$ cat config.mk
export PLATFORM = sky130hd
export DESIGN_NAME = byte_lane_ram
export DESIGN_NICKNAME = d
export VERILOG_FILES = /design/src/hw/ahb_sram_pkg.sv /design/src/hw/byte_lane_ram.sv
export SDC_FILE = /design/constraint.sdc
export NUM_CORES = 2
export LEC_CHECK = 0
export BUFFER_PORTS_ARGS = -buffer_cell sky130_fd_sc_hd__buf_2
export CAP_MARGIN = 10
export CORE_UTILIZATION = 45
export DETAILED_ROUTE_END_ITERATION = 6
export PLACE_DENSITY = 0.62
export SLEW_MARGIN = 20
export SYNTH_ARGS = -nofsm -noshare
export SYNTH_HDL_FRONTEND = slang
export SYNTH_SLANG_ARGS = --single-unit
$ cat constraint.sdc
create_clock -name hclk -period 2.7 [get_ports hclk]
set_input_delay 0.135 -clock hclk [delete_from_list [all_inputs] [get_ports hclk]]
set_output_delay 0.135 -clock hclk [all_outputs]
set_load 0.005 [all_outputs]
$ cat src/hw/ahb_sram_pkg.sv
package ahb_sram_pkg;

  localparam int DATA_W     = 128;
  localparam int LANES      = 16;
  localparam int LANE_SEL_W = 4;  // Byte offset inside one bus row.

  typedef logic [DATA_W-1:0] data_t;
  typedef logic [7:0]        byte_t;
  typedef logic [LANES-1:0]  lane_mask_t;
  typedef logic [2:0]        hsize_t;
  typedef logic [1:0]        htrans_t;
  typedef logic [1:0]        hresp_t;

  // Size codes for transfers of 2**code bytes.
  localparam hsize_t SIZE_BYTE  = 3'd0;
  localparam hsize_t SIZE_HWORD = 3'd1;
  localparam hsize_t SIZE_WORD  = 3'd2;
  localparam hsize_t SIZE_DWORD = 3'd3;
  localparam hsize_t SIZE_QWORD = 3'd4;

  localparam htrans_t TRANS_NONSEQ = 2'b10;
  localparam htrans_t TRANS_SEQ    = 2'b11;

  localparam hresp_t RESP_OKAY = 2'b00;

  typedef enum logic [1:0]
  {
    ST_IDLE,   // No write data phase pending.
    ST_WRITE,  // Write data phase with the lanes busy.
    ST_STALL   // Read retried from the captured address.
  } ctrl_state_t;

endpackage

$ cat src/hw/byte_lane_ram.sv
`timescale 1ns/1ps

module byte_lane_ram #(
  parameter int ADDR_W = 12
) (
  input  logic                                       hclk,
  input  logic [ADDR_W-ahb_sram_pkg::LANE_SEL_W-1:0] addr,
  input  ahb_sram_pkg::byte_t                        wdata,
  input  logic                                       wen,
  output ahb_sram_pkg::byte_t                        rdata
);

  import ahb_sram_pkg::*;

  localparam int DEPTH = 1 << (ADDR_W - LANE_SEL_W);

  byte_t mem [DEPTH];

  // Single port that returns old data on a write cycle.
  always_ff @(posedge hclk)
  begin
    if (wen)
      mem[addr] <= wdata;
    rdata <= mem[addr];
  end

endmodule
# [Yosys cells after proc, flatten, opt, wreduce, memory -nomap -nowiden]
# Memory sizes are Yosys's and may differ from the RTL's. A register that Yosys moved wholly into a read port is not among the register bits.
# Index checks and enable logic that the tools add are counted.
[word_totals] ff_bits=0 mem_bits_rw=2048 out_inout_bits=8 word_cells=3 memories=1
[classes] n_mux=2
[memory_table] name="mem" depth=256 width=8 read_ports=1 rd_ports_with_merged_regs=1 wr=1 line_no="byte_lane_ram.sv:17" rtl="byte_t mem [DEPTH];"
[op_table] cell="$mux W1" n=2

# [Longest topological paths before layout]
[depth] word_depth=2 depth_mapped=10 depth_no_buf=5

# [Least setup slack after synthesis]
# OpenSTA, ideal clock, no wires.
[synth_path] path_type="input -> register" from="input addr[1] in the netlist's numbering" to="memory mem[111][0] in the netlist's numbering, enable pin" setup_time_ns=0.370 arrival_time_ns=1.984 required_ns=2.330 slack_ns=0.346 cell_stages=9 path_buffers=5 cell_sequence="buf_2 > clkbuf_1 > clkbuf_1 > nand2_1 > buf_2 > nor2_1 > nand2_1 > clkbuf_1 > nor2_1"
[synth_lines] item="start, declared" line_no="byte_lane_ram.sv:7" rtl="input logic [ADDR_W-ahb_sram_pkg::LANE_SEL_W-1:0] addr,"
[synth_lines] item="end, declared" line_no="byte_lane_ram.sv:17"
# No word-level cell before the write port.

==> metrics <==
fin area between 90000 and 100000 sq um; 1st-iter DRT viols slightly below 4000; Total Routing Usage GR 22.2%; Synth cell types 22; Vias 38900; worst slew pin tran around 900 ps; Static Leak approximately 29 nW; vias in the first global route 39600; Worst setup SP type flop; CP max stage cell o41ai_1; final setup vio count 0; Yosys Warn Count 0; Pwr Total 65.8 mW; via density per instance just under 6; # H-tree levels 4; Fin. Hold Viols 0; fin nets 4131; max_cap viols 0; wire length per cell around 29 um; clock transition at the registers of the reported paths ~60 ps; Internal 52.0 mW; RePlAce Congestion just over 0.8; clock sink count between 2000 and 2500; status finished, final reports clean; worst vdd ir ~0.76 mV; Setup crit end kind flop; Max Clock Freq between 300 and 400 MHz; Power per Cell Area slightly above 700 nW/um^2; Root Driver clkbuf_16; share of cells above drive strength 1 32.4%; crit path cell chain mux4_2 > a22oi_1 > a21oi_1 > o41ai_1 > buf_4 > nand4_1; Primary FF master, synth edfxtp_1; die area around 180000 sq um; Slew headroom between 30% and 40%; Finished Layout Cells 6591; Post-synth EDFFs approximately 2000; postcts setup bufs 0; total core area 172000 sq um; Detail Placement HPWL roughly 120 mm; top cells by area, synth edfxtp_1, mux4_2, a22oi_1, nor2_1, a21oi_1; antenna violations before repair 6; Worst EP required around 3400 ps; largest net degree at the start of global routing 104; Clock Skews around 40 ps; Synth top area share between 70% and 80%; CTS buffer count ~200; Detailed Route WL a little under 200 mm; HP Class in2reg; Async SR Flop Fraction 0%; cells after synthesis roughly 3500; DRC violations left 0; delay-heaviest family, CP compound AO/OA/AOI/OAI gates; CP arrival 3300 ps; Syn Nets about 3600; #FFs+latches synth a little over 2000; clock power share between 40% and 50%; first-pass GRT wire length approximately 280 mm; Final Slew Violations 0; Comb power frac under 10%; Detailed Routing Iterations Pass 1 5; placed cell count 6212; CP peak stage delay 830 ps; CP Buf/Inv Count 1; Seq/Total Area, Yosys between 70% and 80%; CTS tree built; row count 152; sw frac a little over a fifth; switching pwr approximately 14 mW; port bufs 25; most frequent cells after synthesis edfxtp_1, mux4_2, a22oi_1; Routed Antenna Nets 0; Initial Util 45.5%; Synth area leader edfxtp_1; crit path kind reg2reg; Die Width 420 um; Die Span Y 420 um; Util after Layout 53.5%; Final period util 96.2%; clock latency on the worst-skew pair approximately 840 ps; fin crit period roughly 2600 ps; gr ovfl total 0; Max FO, Critical Path 1; Reg power frac about 54%; I/O pin cnt 26; Mean Syn Cell Area ~22 sq um; Mapped Area 78500 sq um; fillcell total 13200; RSZ-0062 raised after global routing no; Area Overhead vs Synth 17.6%; placed cell area between 80000 and 90000 sq um; Longest Clk Path Bufs 3; count leader, synth edfxtp_1
## timing repair
item / 4_1_cts / 5_1_grt
endpoints found under the setup margin: 2 / 2
resized for setup: 2 / 2
pin swaps: 0 / 0
hold buffers: 10 / 0
hold endpoints to repair: 771 / 0
## tightest hold or removal path, stage by stage
cell     delay, ps
buf_2          230
nand3_2        130
buf_4          170
nor2_1          70
## power groups by stage
stage | Clock (mW) | Sequential [mW] | Combinational [mW]
floorplan | 0 | 35.9 | 1.56
global placement | 0 | 35.9 | 3.26
detailed placement | 0 | 35.9 | 3.29
CTS | 27.7 | 35.2 | 3.31
global route | 28.9 | 35.2 | 3.45
finish | 27.2 | 35.2 | 3.27
## per-layer routing
| layer | vias up | part of all wire (%) | track usage [%] |
|---|---|---|---|
| li1 | 16200 | - | - |
| met1 | 20800 | 40 | 30.6 |
| met2 | 1510 | 49 | 35.7 |
| met3 | 313 | 7.5 | 4.26 |
| met4 | 0 | 3.3 | 7.42 |
| met5 | - | 0 | 0 |
## final timing paths
kind	slack [ps]	end	depth (start not counted)	startpoint
hold reg to reg	950	rdata[3]	5	mem[34][3]
setup reg to reg	100	rdata[6]	6	mem[184][6]
hold / removal	90	mem[188][7]	4	wen
setup / recovery	100	rdata[6]	6	mem[184][6]
## sequential cells by signal, summed over array words and instances (netlist names)
register  count
mem        2048
rdata         8
## kinds of logic after synthesis
kind of cell    after synthesis  synth area share, %
mux                         512                 14.7
compound gates              416                 3.62
flops                      2056                 78.6
simple gates                330                 1.73
buf+inv                     233                 1.40
## layout make-up
type	count	area, sq um	share of cell area (%)
antenna	2	5.00	0.00542
clock buffer	262	5360	5.81
clock inverter	105	1020	1.11
inverter	1	3.75	0.00407
multi-input combinational	1258	15800	17.2
sequential	2056	61700	66.8
tap	2310	2890	3.13
timing repair buffer	597	5510	5.97
## placed cells by master (no fill, tap or decap), drive strengths merged
cell / instances
inv: 7
nor2b: 7
clkinvlp: 5
nand4: 8
or3: 1
nand2: 28
nand3: 13
a22oi: 256
edfxtp: 2048
nand2b: 6
clkbuf: 262
mux4: 512
diode: 2
a21oi: 128
dlygate4sd3: 10
and2: 3
clkinv: 78
o41ai: 32
bufinv: 16
nor2: 232
or2: 2
buf: 587
dfxtp: 8
nor3: 30
## through the flow
stage	setup TNS, ps	worst slack, ps	hold slack, ps
6_report	0	103	86.1
3_3_place_gp	-3230	-535	527
2_1_floorplan	0	346	234
3_5_place_dp	-3150	-566	537
4_1_cts	0	0.492	12.5
5_1_grt	0	22.0	63.9
Power figures use the tool's default switching activity.
