===== src/hw/ahb_sram_pkg.sv =====
package ahb_sram_pkg;

  localparam int DATA_W     = 128;
  localparam int LANES      = 16;
  localparam int LANE_SEL_W = 4;  // Byte offset inside one bus row.

  typedef logic [DATA_W-1:0] data_t;
  typedef logic [7:0]        byte_t;
  typedef logic [LANES-1:0]  lane_mask_t;
  typedef logic [2:0]        hsize_t;
  typedef logic [1:0]        htrans_t;
  typedef logic [1:0]        hresp_t;

  // Size codes for transfers of 2**code bytes.
  localparam hsize_t SIZE_BYTE  = 3'd0;
  localparam hsize_t SIZE_HWORD = 3'd1;
  localparam hsize_t SIZE_WORD  = 3'd2;
  localparam hsize_t SIZE_DWORD = 3'd3;
  localparam hsize_t SIZE_QWORD = 3'd4;

  localparam htrans_t TRANS_NONSEQ = 2'b10;
  localparam htrans_t TRANS_SEQ    = 2'b11;

  localparam hresp_t RESP_OKAY = 2'b00;

  typedef enum logic [1:0]
  {
    ST_IDLE,   // No write data phase pending.
    ST_WRITE,  // Write data phase with the lanes busy.
    ST_STALL   // Read retried from the captured address.
  } ctrl_state_t;

endpackage


===== src/hw/ahb_sram_ctrl.sv =====
`timescale 1ns/1ps

module ahb_sram_ctrl #(
  parameter int ADDR_W = 12
) (
  input  logic                                       hclk,
  input  logic                                       hrst_b,
  input  logic                                       hsel,
  input  logic [ADDR_W-1:0]                          haddr,
  input  ahb_sram_pkg::htrans_t                      htrans,
  input  ahb_sram_pkg::hsize_t                       hsize,
  input  logic                                       hwrite,
  input  ahb_sram_pkg::data_t                        hwdata,
  output logic                                       hready,
  output ahb_sram_pkg::hresp_t                       hresp,
  output logic [ADDR_W-ahb_sram_pkg::LANE_SEL_W-1:0] ram_addr,
  output ahb_sram_pkg::data_t                        ram_wdata,
  output ahb_sram_pkg::lane_mask_t                   lane_wen
);

  import ahb_sram_pkg::*;

  localparam int ROW_W = ADDR_W - LANE_SEL_W;

  ctrl_state_t      state;
  ctrl_state_t      next_state;
  logic             trans_valid;
  logic             wr_accept;
  logic             rd_accept;
  logic             raw_stall;
  logic [ROW_W-1:0] row_q;    // Row of the transfer in its data phase.
  lane_mask_t       wmask;
  lane_mask_t       wmask_q;

  assign trans_valid = hsel && hready &&
                       ((htrans == TRANS_NONSEQ) || (htrans == TRANS_SEQ));
  assign wr_accept   = trans_valid && hwrite;
  assign rd_accept   = trans_valid && !hwrite;

  // RAM port is taken by the write, so the read cannot be issued in time.
  assign raw_stall = rd_accept && (state == ST_WRITE);

  byte_lane_decode u_decode (
    .hsize     (hsize),
    .lane_addr (haddr[LANE_SEL_W-1:0]),
    .lane_mask (wmask)
  );

  always_comb
  begin
    case (state)
      ST_WRITE:
      begin
        if (wr_accept)
          next_state = ST_WRITE;
        else if (rd_accept)
          next_state = ST_STALL;
        else
          next_state = ST_IDLE;
      end
      ST_STALL:
        next_state = ST_IDLE;  // Nothing is accepted while hready is low.
      default:
        next_state = wr_accept ? ST_WRITE : ST_IDLE;
    endcase
  end

  always_ff @(posedge hclk or negedge hrst_b)
  begin
    if (!hrst_b)
      state <= ST_IDLE;
    else
      state <= next_state;
  end

  always_ff @(posedge hclk or negedge hrst_b)
  begin
    if (!hrst_b)
      hready <= 1'b0;
    else
      hready <= !raw_stall;  // One wait state per hazard.
  end

  always_ff @(posedge hclk)
  begin
    if (trans_valid)
      row_q <= haddr[ADDR_W-1:LANE_SEL_W];
    if (wr_accept)
      wmask_q <= wmask;
  end

  // Idle uses the live address so a read lands on the next edge.
  assign ram_addr  = (state == ST_IDLE) ? haddr[ADDR_W-1:LANE_SEL_W] : row_q;
  assign ram_wdata = hwdata;
  assign lane_wen  = (state == ST_WRITE) ? wmask_q : '0;
  assign hresp     = RESP_OKAY;

endmodule


===== src/hw/byte_lane_decode.sv =====
`timescale 1ns/1ps

module byte_lane_decode (
  input  ahb_sram_pkg::hsize_t                 hsize,
  input  logic [ahb_sram_pkg::LANE_SEL_W-1:0]  lane_addr,
  output ahb_sram_pkg::lane_mask_t             lane_mask
);

  import ahb_sram_pkg::*;

  logic [LANE_SEL_W-1:0] match_bits;  // Address bits a lane must share with lane_addr.
  logic                  size_ok;

  assign size_ok = (hsize <= SIZE_QWORD);

  always_comb
  begin
    case (hsize)
      SIZE_BYTE:
        match_bits = 4'b1111;
      SIZE_HWORD:
        match_bits = 4'b1110;
      SIZE_WORD:
        match_bits = 4'b1100;
      SIZE_DWORD:
        match_bits = 4'b1000;
      SIZE_QWORD:
        match_bits = 4'b0000;  // Whole row.
      default:
        match_bits = 4'b0000;  // Masked off by size_ok.
    endcase
  end

  // A lane is enabled when it sits in the aligned group holding lane_addr.
  for (genvar i = 0; i < LANES; i++)
  begin : g_lane
    localparam logic [LANE_SEL_W-1:0] LANE_IDX = LANE_SEL_W'(i);

    assign lane_mask[i] = size_ok &&
                          (((LANE_IDX ^ lane_addr) & match_bits) == '0);
  end

endmodule


===== config.mk =====
export PLATFORM = sky130hd
export DESIGN_NAME = ahb_sram_ctrl
export DESIGN_NICKNAME = d
export VERILOG_FILES = /design/src/hw/ahb_sram_pkg.sv /design/src/hw/ahb_sram_ctrl.sv /design/src/hw/byte_lane_decode.sv
export SDC_FILE = /design/constraint.sdc
export NUM_CORES = 1
export LEC_CHECK = 0
export BUFFER_PORTS_ARGS = -buffer_cell sky130_fd_sc_hd__buf_2
export CORE_AREA = 5 5 114 116
export CTS_BUF_LIST = sky130_fd_sc_hd__clkbuf_8
export DETAILED_ROUTE_END_ITERATION = 16
export DIE_AREA = 0 0 119 121
export GPL_ROUTABILITY_DRIVEN = 0
export SLEW_MARGIN = 15
export SYNTH_ARGS = -nofsm -noshare
export SYNTH_HDL_FRONTEND = slang
export SYNTH_HIERARCHICAL = 1
export SYNTH_SLANG_ARGS = --single-unit

===== constraint.sdc =====
create_clock -name hclk -period 2.6 [get_ports hclk]
set_input_delay 0.13 -clock hclk [delete_from_list [all_inputs] [get_ports hclk]]
set_output_delay 0.13 -clock hclk [all_outputs]
set_load 0.005 [all_outputs]

# [Yosys cells after proc, flatten, opt, wreduce, memory -nomap -nowiden]
# Cells that the tools add are included.
[op_classes] n_reduce_logical=42 bitwise=31 mux=7 n_eq_ne=7 n_lt_le_gt_ge=1
[op_table] cell="$and A4 B4 Y4" count=16
[op_table] cell="$logic_not A4 Y1" count=16
[op_table] cell="$logic_and A1 B1 Y1" count=21
[op_table] cell="$mux W16" count=1
[op_table] cell="$pmux W4 S4" count=1
[op_table] cell="$not A2 Y2" count=6
[op_table] cell="$not A3 Y3" count=4
[op_table] cell="$mux W8" count=1
[op_table] cell="$eq A2 B2 Y1 const B" count=3
[op_table] cell="$eq A3 B2 Y1 const B" count=2
[op_table] cell="$mux W2" count=2
[op_table] cell="$not A1 Y1" count=4
[op_table] cell="$not A4 Y4" count=1
[op_table] cell="$pmux W2 S2" count=1
[op_table] cell="$eq A3 B1 Y1 const B" count=1
[op_table] cell="$le A3 B3 Y1 const B" count=1
[op_table] cell="$logic_not A3 Y1" count=1
[op_table] cell="$eq A2 B1 Y1 const B" count=1
[op_table] cell="$logic_not A1 Y1" count=2
[op_table] cell="$logic_not A2 Y1" count=1
[op_table] cell="$logic_or A1 B1 Y1" count=1
[op_table] cell="$mux W1" count=1
[totals] wordCells=92 reg_bits=27 in_bits=149 out_inout_bits=155

# [Logic depth before layout (Yosys ltp)]
# Gate-level depths: netlist of the first run.
[logic_depth] depth_word=7 depth_mapped=4

# [Cells and area by module]
# Netlist of the first run, hierarchy kept.
[by_module_without_submodules] module="ahb_sram_ctrl" n_inst=1 area_per_inst_um2=2057.0 seq_area_each_um2=795.8 cells_each=195
[by_module_without_submodules] module="byte_lane_decode" n_inst=1 area_per_inst_um2=196.4 seq_area_each_um2=0.0 cells_each=33

# [Worst setup path before layout of the first run]
# No wires, ideal clock.
[synth_timing] path_kind="reg2reg" start="register hready" end="register wmask_q[0], enable pin" setup_ns=0.374 required_time_ns=2.226 path_slack_ns=1.022 arrival_ns=1.204 period_less_slack_ns=1.578 path_stages_with_launch=3 n_path_buf=0 path_cell_list="dfrtp_1 and3_1 and2_1"
[synth_between] elab_chain_cells=3
[synth_rtl] item="start, declared" line_no="ahb_sram_ctrl.sv:14" source="output logic hready,"
[synth_rtl] item="start signal, assigned" line_no="ahb_sram_ctrl.sv:81" source="hready <= !raw_stall;"
[synth_rtl] item="$logic_and A1 B1 Y1 (2 in a row)" line_no="ahb_sram_ctrl.sv:35" source="assign trans_valid = hsel && hready &&"
[synth_rtl] item="$logic_and A1 B1 Y1" line_no="ahb_sram_ctrl.sv:37" source="assign wr_accept = trans_valid && hwrite;"
[synth_rtl] item="via wr_accept" line_no="ahb_sram_ctrl.sv:28" source="logic wr_accept;"
[synth_rtl] item="end signal, assigned" line_no="ahb_sram_ctrl.sv:89" source="wmask_q <= wmask;"
[synth_rtl] item="end, declared" line_no="ahb_sram_ctrl.sv:33" source="lane_mask_t wmask_q;"
# The timed path passes the listed nets, and every way through them passes these cells.
# A chain may end at the register's enable or synchronous reset.

# [Worst setup path in the final report of the first run]
[layout_timing] start="register state[0]" end="output ram_addr[3] in the netlist's numbering"
[layout_between] elab_chain_cells=2
[layout_rtl] item="start, declared" line_no="ahb_sram_ctrl.sv:25" source="ctrl_state_t state;"
[layout_rtl] item="start signal, assigned" line_no="ahb_sram_ctrl.sv:73" source="state <= next_state;"
[layout_rtl] item="$logic_not A2 Y1" line_no="ahb_sram_ctrl.sv:93" source="assign ram_addr = (state == ST_IDLE) ? haddr[ADDR_W-1:LANE_SEL_W] : row_q;"
[layout_rtl] item="$mux W8" line_no="ahb_sram_ctrl.sv:93"
[layout_rtl] item="end, declared" line_no="ahb_sram_ctrl.sv:16" source="output logic [ADDR_W-ahb_sram_pkg::LANE_SEL_W-1:0] ram_addr,"
# Every way passes these cells.

==> metrics.md, run 1 <==
| Metric | Value |
|---|---|
| Initial antenna violation count | `2` |
| First-pass GRT wire length | `11.22 mm` |
| Final period utilization | `0.6665` |
| Register area share after synthesis | `0.3531` |
| Clk_skew | `3.340 ps` |
| Setup crit end kind | `output pin` |
| Clk sinks | `27` |
| Clock Latency Late Sink | `270 ps` |
| H-tree lvl count | `1` |
| Hold_sp | `haddr[5]` |
| Critical R2R Capture | `wmask_q[0]` |
| Reg-to-reg startpoint | `hready` |
| Lkg Pwr | `0.7107 nW` |
| Warnings from Yosys | `6` |
| Crit path DAT | `1600 ps` |
| Post-Syn Area | `0.002253 mm^2` |
| Filler Cells Inserted | `1,323` |
| Ys async rst share | `0.1111` |
| Setup violators final | `0` |
| Slew @ Worst Pin | `683.5 ps` |
| Worst IR Drop VDD | `0.1398 mV` |
| Flop-to-flop setup slack | `950 ps` |
| Setup tns final | `0 ps` |
| Hold/Removal Path Class | `input port to register` |
| RSZ-0062 raised after global routing | `false` |
| All-Layer GR Usage | `0.1137` |
| WL/cell | `30.31 um` |
| Mean Syn Cell Area | `9.883 um^2` |
| Slew headroom | `0.5444` |
| Number of synthesized register bits | `27` |
| Final Critical Period | `1733 ps` |
| WHS Path Cells | `1` |
| Primary FF master, synth | `edfxtp_1` |
| Startpoint types | `register` |
| Worst-case clock buffer depth | `2` |
| Mapped Cells | `228` |
| DRT Pass-1 Iters | `4` |
| Iteration-0 DRC Markers | `37` |
| Chip Height | `121 um` |
| DRT Wirelength | `8.941 mm` |
| Synth unique cells | `22` |
| Initial Util | `0.1908` |
| Commonest non-fill, non-tap cell in the layout | `buf_2` |
| Ports | `304` |
| Die Wd | `119 um` |
| DR vias | `1,115` |
| Commonest cells after routing, fill and taps aside | `buf_2 (44), edfxtp_1 (24), nor2_1 (19)` |
| Core Footprint | `0.01181 mm^2` |
| PortBufs | `44` |
| Residual DRC | `0` |
| Crit Path Category | `register to output pin` |
| Largest net degree at the start of global routing | `19` |
| Layout cells sized above 1 | `0.4354` |
| Final slew viol count | `0` |
| MaxCap Viol Count | `0` |
| Clk pin slew, worst setup/hold paths | `90 ps` |
| Hold endpoint | `row_q[1]` |
| Multi-input gate area | `457.9 um^2` |
| Status | `completed` |
| Nets | `299` |
| Endpoints failing hold | `0` |
| Utilization after layout | `0.1469` |
| Worst r2r path cells | `3` |
| Die ar. | `0.01440 mm^2` |
| Worst-path maximum fanout | `8` |
| CTS root buf | `clkbuf_8` |
| Via density | `3.780` |
| Vias in the first global route | `1,141` |
| Congestion Overflow GR | `0` |
| Row count | `40` |
| Num CTS Buffers | `3` |
| Detailed Place HPWL | `8.226 mm` |
| Post-CTS Setup Bufs | `0` |
| Final ANT Viol Nets | `0` |
| FF+latch area | `795.8 um^2` |
| Required time worst endpoint | `2470 ps` |
| P&R area growth vs syn | `-22.99%` |
| Max Fclk | `577.1 MHz` |
| CTS tree | `done` |
| Post-synth EDFFs | `24` |
| Pwr Density | `481.6 mW/mm^2` |
## routing by layer
layer | global-route usage | share of wire | up-vias
met5 | 0.02206 | 0.0068 | -
met4 | 0.01665 | 0.011 | 4
met3 | 0.1664 | 0.30 | 8
met2 | 0.1759 | 0.46 | 184
met1 | 0.07657 | 0.22 | 485
li1 | - | - | 434
## worst max-delay path, cell delays in order, from the launching register on
cell and delay (ps):
dfrtp_1 390, inv_1 60, ha_1 380, mux2_2 390
buf_2 130
## final cells by class
| class | count | share of cell area |
|---|---|---|
| multi-input combinational | 67 | 0.2639 |
| inverter | 3 | 0.006489 |
| clock inverter | 1 | 0.002884 |
| tap | 147 | 0.1060 |
| antenna | 1 | 0.001442 |
| sequential | 27 | 0.4585 |
| clock buffer | 3 | 0.02379 |
| timing repair buffer | 46 | 0.1370 |
## cells in the mapped netlist, types with 2 or more instances
cell type	n	area share
mux2_2	8	0.040
o21a_1	2	0.0067
ha_1	2	0.011
edfxtp_1	24	0.32
inv_1	3	0.0050
and3_1	3	0.0083
nand2b_1	2	0.0056
a21boi_2	2	0.010
nor2_1	19	0.032
and2_1	17	0.047
buf_4	130	0.43
a21oi_2	4	0.016
dfrtp_1	3	0.033
## sequential cells by signal, indices dropped and copies added (netlist names)
| signal | flops |
|---|---|
| row_q | 8 |
| wmask_q | 16 |
| hready | 1 |
| state | 2 |
## stage by stage
| stage | worst slack (ps) | area, um^2 | power, mW | hold slack (ps) | instances |
|---|---|---|---|---|---|
| floorplan | 1022 | 2257 | 0.7237 | -165.6 | 229 |
| global placement | 997.1 | 1677 | 0.6082 | -74.45 | 289 |
| detailed placement | 941.5 | 1677 | 0.6122 | -68.50 | 289 |
| CTS | 855.2 | 1733 | 0.8453 | 43.87 | 294 |
| global route | 742.2 | 1735 | 0.8737 | 39.84 | 295 |
| finish | 867.2 | 1735 | 0.8357 | 47.13 | 295 |
## report_power, final
part           internal, mW  switching (mW)
registers             0.492         0.00330
logic                0.0489          0.0576
clock network         0.107           0.127
total                 0.648           0.187
## what timing repair did
action | CTS | global route
setup endpoints to repair | 0 | 0
hold buffers | 1 | 0
resized for setup | 0 | 0
endpoints found under the hold margin | 3 | 0
## cell families after synthesis
| kind of cell | synth area share |
|---|---|
| muxes | 0.03998 |
| AOI/OAI and AO/OA | 0.03997 |
| buffers and inverters | 0.4453 |
| and+or+nand+nor | 0.1088 |
| other | 0.001664 |
| adders and majority gates | 0.01110 |
| DFF | 0.3531 |
## worst max-delay path by stage
stage	end	slack, ps	depth (start not counted)	startpoint
after detailed placement	wmask_q[11]	940	3	hready
after floorplan	wmask_q[0]	1020	2	hready
after CTS	ram_addr[1]	860	4	state[0]
after global routing	ram_addr[1]	740	4	state[0]
final	ram_addr[3]	870	4	state[0]
after global placement	wmask_q[10]	1000	3	hready
Power figures use the tool's default switching activity.
==> run 2, diff against run 1 <==
--- a/config.mk
+++ b/config.mk
@@ -6,10 +6,10 @@
 export NUM_CORES = 1
 export LEC_CHECK = 0
 export BUFFER_PORTS_ARGS = -buffer_cell sky130_fd_sc_hd__buf_2
-export CORE_AREA = 5 5 114 116
+export CORE_AREA = 5 5 116 118
 export CTS_BUF_LIST = sky130_fd_sc_hd__clkbuf_8
 export DETAILED_ROUTE_END_ITERATION = 16
-export DIE_AREA = 0 0 119 121
+export DIE_AREA = 0 0 121 123
 export GPL_ROUTABILITY_DRIVEN = 0
 export SLEW_MARGIN = 15
 export SYNTH_ARGS = -nofsm -noshare
==> constraint.sdc (replaced) <==
create_clock -name hclk -period 1.71 [get_ports hclk]
set_input_delay 0.0855 -clock hclk [delete_from_list [all_inputs] [get_ports hclk]]
set_output_delay 0.0855 -clock hclk [all_outputs]
set_load 0.005 [all_outputs]
==> run 2 against run 1 <==
  * Power is 52% higher
  * Sequential power grew 52%
  * Setup slack got worse by 740 ps
  * Wire length increased by 6.9%
  * Clock-buffer cell count stayed put
  * Cell area rose by 4.2%
  * Combinational power up 56%
  * Critical path type unchanged
  * Critical endpoint is now ram_addr[1]
==> metrics.md, run 2 (synthesis gave the netlist of run 1 again) <==
| Metric | Value |
|---|---|
| Status | `completed` |
| Worst-case clock buffer depth | `2` |
| H-tree lvl count | `1` |
| Sw power | `277.9 uW` |
| Logic gate share of total power | `0.130` |
| CTS root buf | `clkbuf_8` |
| Iteration-0 DRC Markers | `34` |
| Required time worst endpoint | `1620 ps` |
| Final ANT Viol Nets | `0` |
| Total power | `1.268 mW` |
| Int Power | `989.6 uW` |
| Critical path's largest stage delay | `400 ps` |
| Crit path cell chain | `inv_1 > ha_2 > mux2_2 > buf_2` |
| Worst r2r path cells | `3` |
| P&R area growth vs syn | `-19.77%` |
| Final Critical Period | `1581 ps` |
| Final slew viol count | `0` |
| Nets | `303` |
| Crit-path leading delay family | `flip-flops` |
| Residual DRC | `0` |
| Detailed Place HPWL | `8.901 mm` |
| Startpoint types | `register` |
| Hold_sp | `haddr[10]` |
| Clock network power share | `0.276` |
| MaxCap Viol Count | `0` |
| Vias in the first global route | `1,087` |
| WL met2 | `3.983 mm` |
| Hold/Removal Path Class | `input port to register` |
| Commonest non-fill, non-tap cell in the layout | `buf_2` |
| Largest Register | `wmask_q` |
| Core Footprint | `0.01236 mm^2` |
| Buf+Inv Stages, Crit Path | `2` |
| Place WS | `308.1 ps` |
| Via density | `3.404` |
| Crit Path Category | `register to output pin` |
| Endpoints failing hold | `0` |
| Slowest cell on crit path | `dfrtp_1` |
| Max Fclk | `632.4 MHz` |
| Setup violators final | `0` |
| Num CTS Buffers | `3` |
| Commonest cells after routing, fill and taps aside | `buf_2 (44), edfxtp_1 (24), nor2_1 (19)` |
| Crit path DAT | `1500 ps` |
| Initial antenna violation count | `2` |
| Largest net degree at the start of global routing | `19` |
| Top flop regs | `wmask_q x16, row_q x8, state x2` |
| All-Layer GR Usage | `0.1181` |
| Clock Latency Late Sink | `260 ps` |
| Worst setup margin | `128.8 ps` |
| Die ar. | `0.01488 mm^2` |
| Max reg flops | `16` |
| Ports | `304` |
| Met1 WL | `1.750 mm` |
| Critical R2R Capture | `wmask_q[9]` |
| Met3 WL post-DR | `3.573 mm` |
| Switch share | `0.2193` |
| DRT Pass-1 Iters | `3` |
| Uppermost layer routed | `met5` |
| Setup crit end kind | `output pin` |
| DRT Wirelength | `9.557 mm` |
| Clk_skew | `1.753 ps` |
| Clk pin slew, worst setup/hold paths | `90 ps` |
| WL/cell | `29.50 um` |
| FF+latch area | `795.8 um^2` |
| Setup tns final | `0 ps` |
| Initial Util | `0.1823` |
| CTS tree | `done` |
| Congestion Overflow GR | `0` |
| Worst-path maximum fanout | `8` |
| Pwr Density | `701.1 mW/mm^2` |
| Flop-to-flop setup slack | `520 ps` |
| Die Wd | `121 um` |
| RSZ-0062 raised after global routing | `false` |
| DR vias | `1,103` |
| WHS Path Cells | `1` |
| Reg-to-reg startpoint | `hready` |
| Dpl cells | `315` |
| PortBufs | `44` |
| First-pass GRT wire length | `11.48 mm` |
| Multi-input gate area | `462.9 um^2` |
| Layout cells sized above 1 | `0.4371` |
| Lkg Pwr | `0.7279 nW` |
| Worst IR Drop VDD | `0.2007 mV` |
| Hold endpoint | `row_q[6]` |
| Utilization after layout | `0.1462` |
| Clk sinks | `27` |
| Row count | `41` |
| Filler Cells Inserted | `1,379` |
| Chip Height | `123 um` |
| Final period utilization | `0.9247` |
| Seq pwr share | `0.594` |
| Non-filler cells, final | `324` |
| Post-CTS Setup Bufs | `0` |
-- run 2: cell types whose count changed in the layout (fill, tap and decap cells not counted) --
cell	delta
buf_4	+1
dlygate4sd3_1	+3
clkinv_2	-1
inv_1	+1
ha_2	+2
ha_1	-2
-- run 2: metrics by stage --
stage,hold slack (ps),cell area [um^2]
floorplan,-210.1,2257
global route,3.757,1808
finish,7.268,1808
detailed placement,-115.5,1715
global placement,-117.7,1715
CTS,2.206,1770
-- run 2: final cells by class --
class / count / area share
antenna: 1 / 0.001384
inverter: 3 / 0.006228
multi-input combinational: 67 / 0.2561
clock buffer: 3 / 0.02284
tap: 172 / 0.1190
sequential: 27 / 0.4401
timing repair buffer: 50 / 0.1522
clock inverter: 1 / 0.002076
-- run 2: worst max-delay path by stage --
stage,startpoint,endpoint,slack [ps],depth (start not counted)
after floorplan,hready,wmask_q[0],130,2
after global placement,state[0],ram_addr[5],360,4
after detailed placement,state[0],ram_addr[1],310,4
after CTS,state[0],ram_addr[1],7,4
after global routing,state[1],ram_addr[1],30,4
final,state[0],ram_addr[1],130,4
-- run 2: power groups by stage --
stage               Combinational (mW)  Clock, mW  Sequential [mW]
CTS                              0.164      0.358            0.753
global route                     0.185      0.382            0.755
detailed placement               0.161          0            0.768
finish                           0.165      0.349            0.753
floorplan                        0.334          0            0.767
global placement                 0.155          0            0.767
-- run 2: worst register-to-register path, delay by kind of cell, from the launching register on --
kind,cells,cell delay (ps)
flip-flops,1,360
AND/OR/NAND/NOR,2,300
buffers and inverters,1,230
-- run 2: timing repair --
| item | 4_1_cts | 5_1_grt |
|---|---|---|
| endpoints found under the setup margin | 0 | 14 |
| gates resized for setup | 0 | 2 |
| endpoints found under the hold margin | 3 | 3 |
| hold buffers | 1 | 3 |
-- run 2: layer usage --
| metal | vias to the layer above | track usage |
|---|---|---|
| met5 | - | 0.01736 |
| met4 | 4 | 0.03258 |
| met3 | 12 | 0.2091 |
| met2 | 196 | 0.1657 |
| met1 | 448 | 0.06573 |
| li1 | 443 | - |
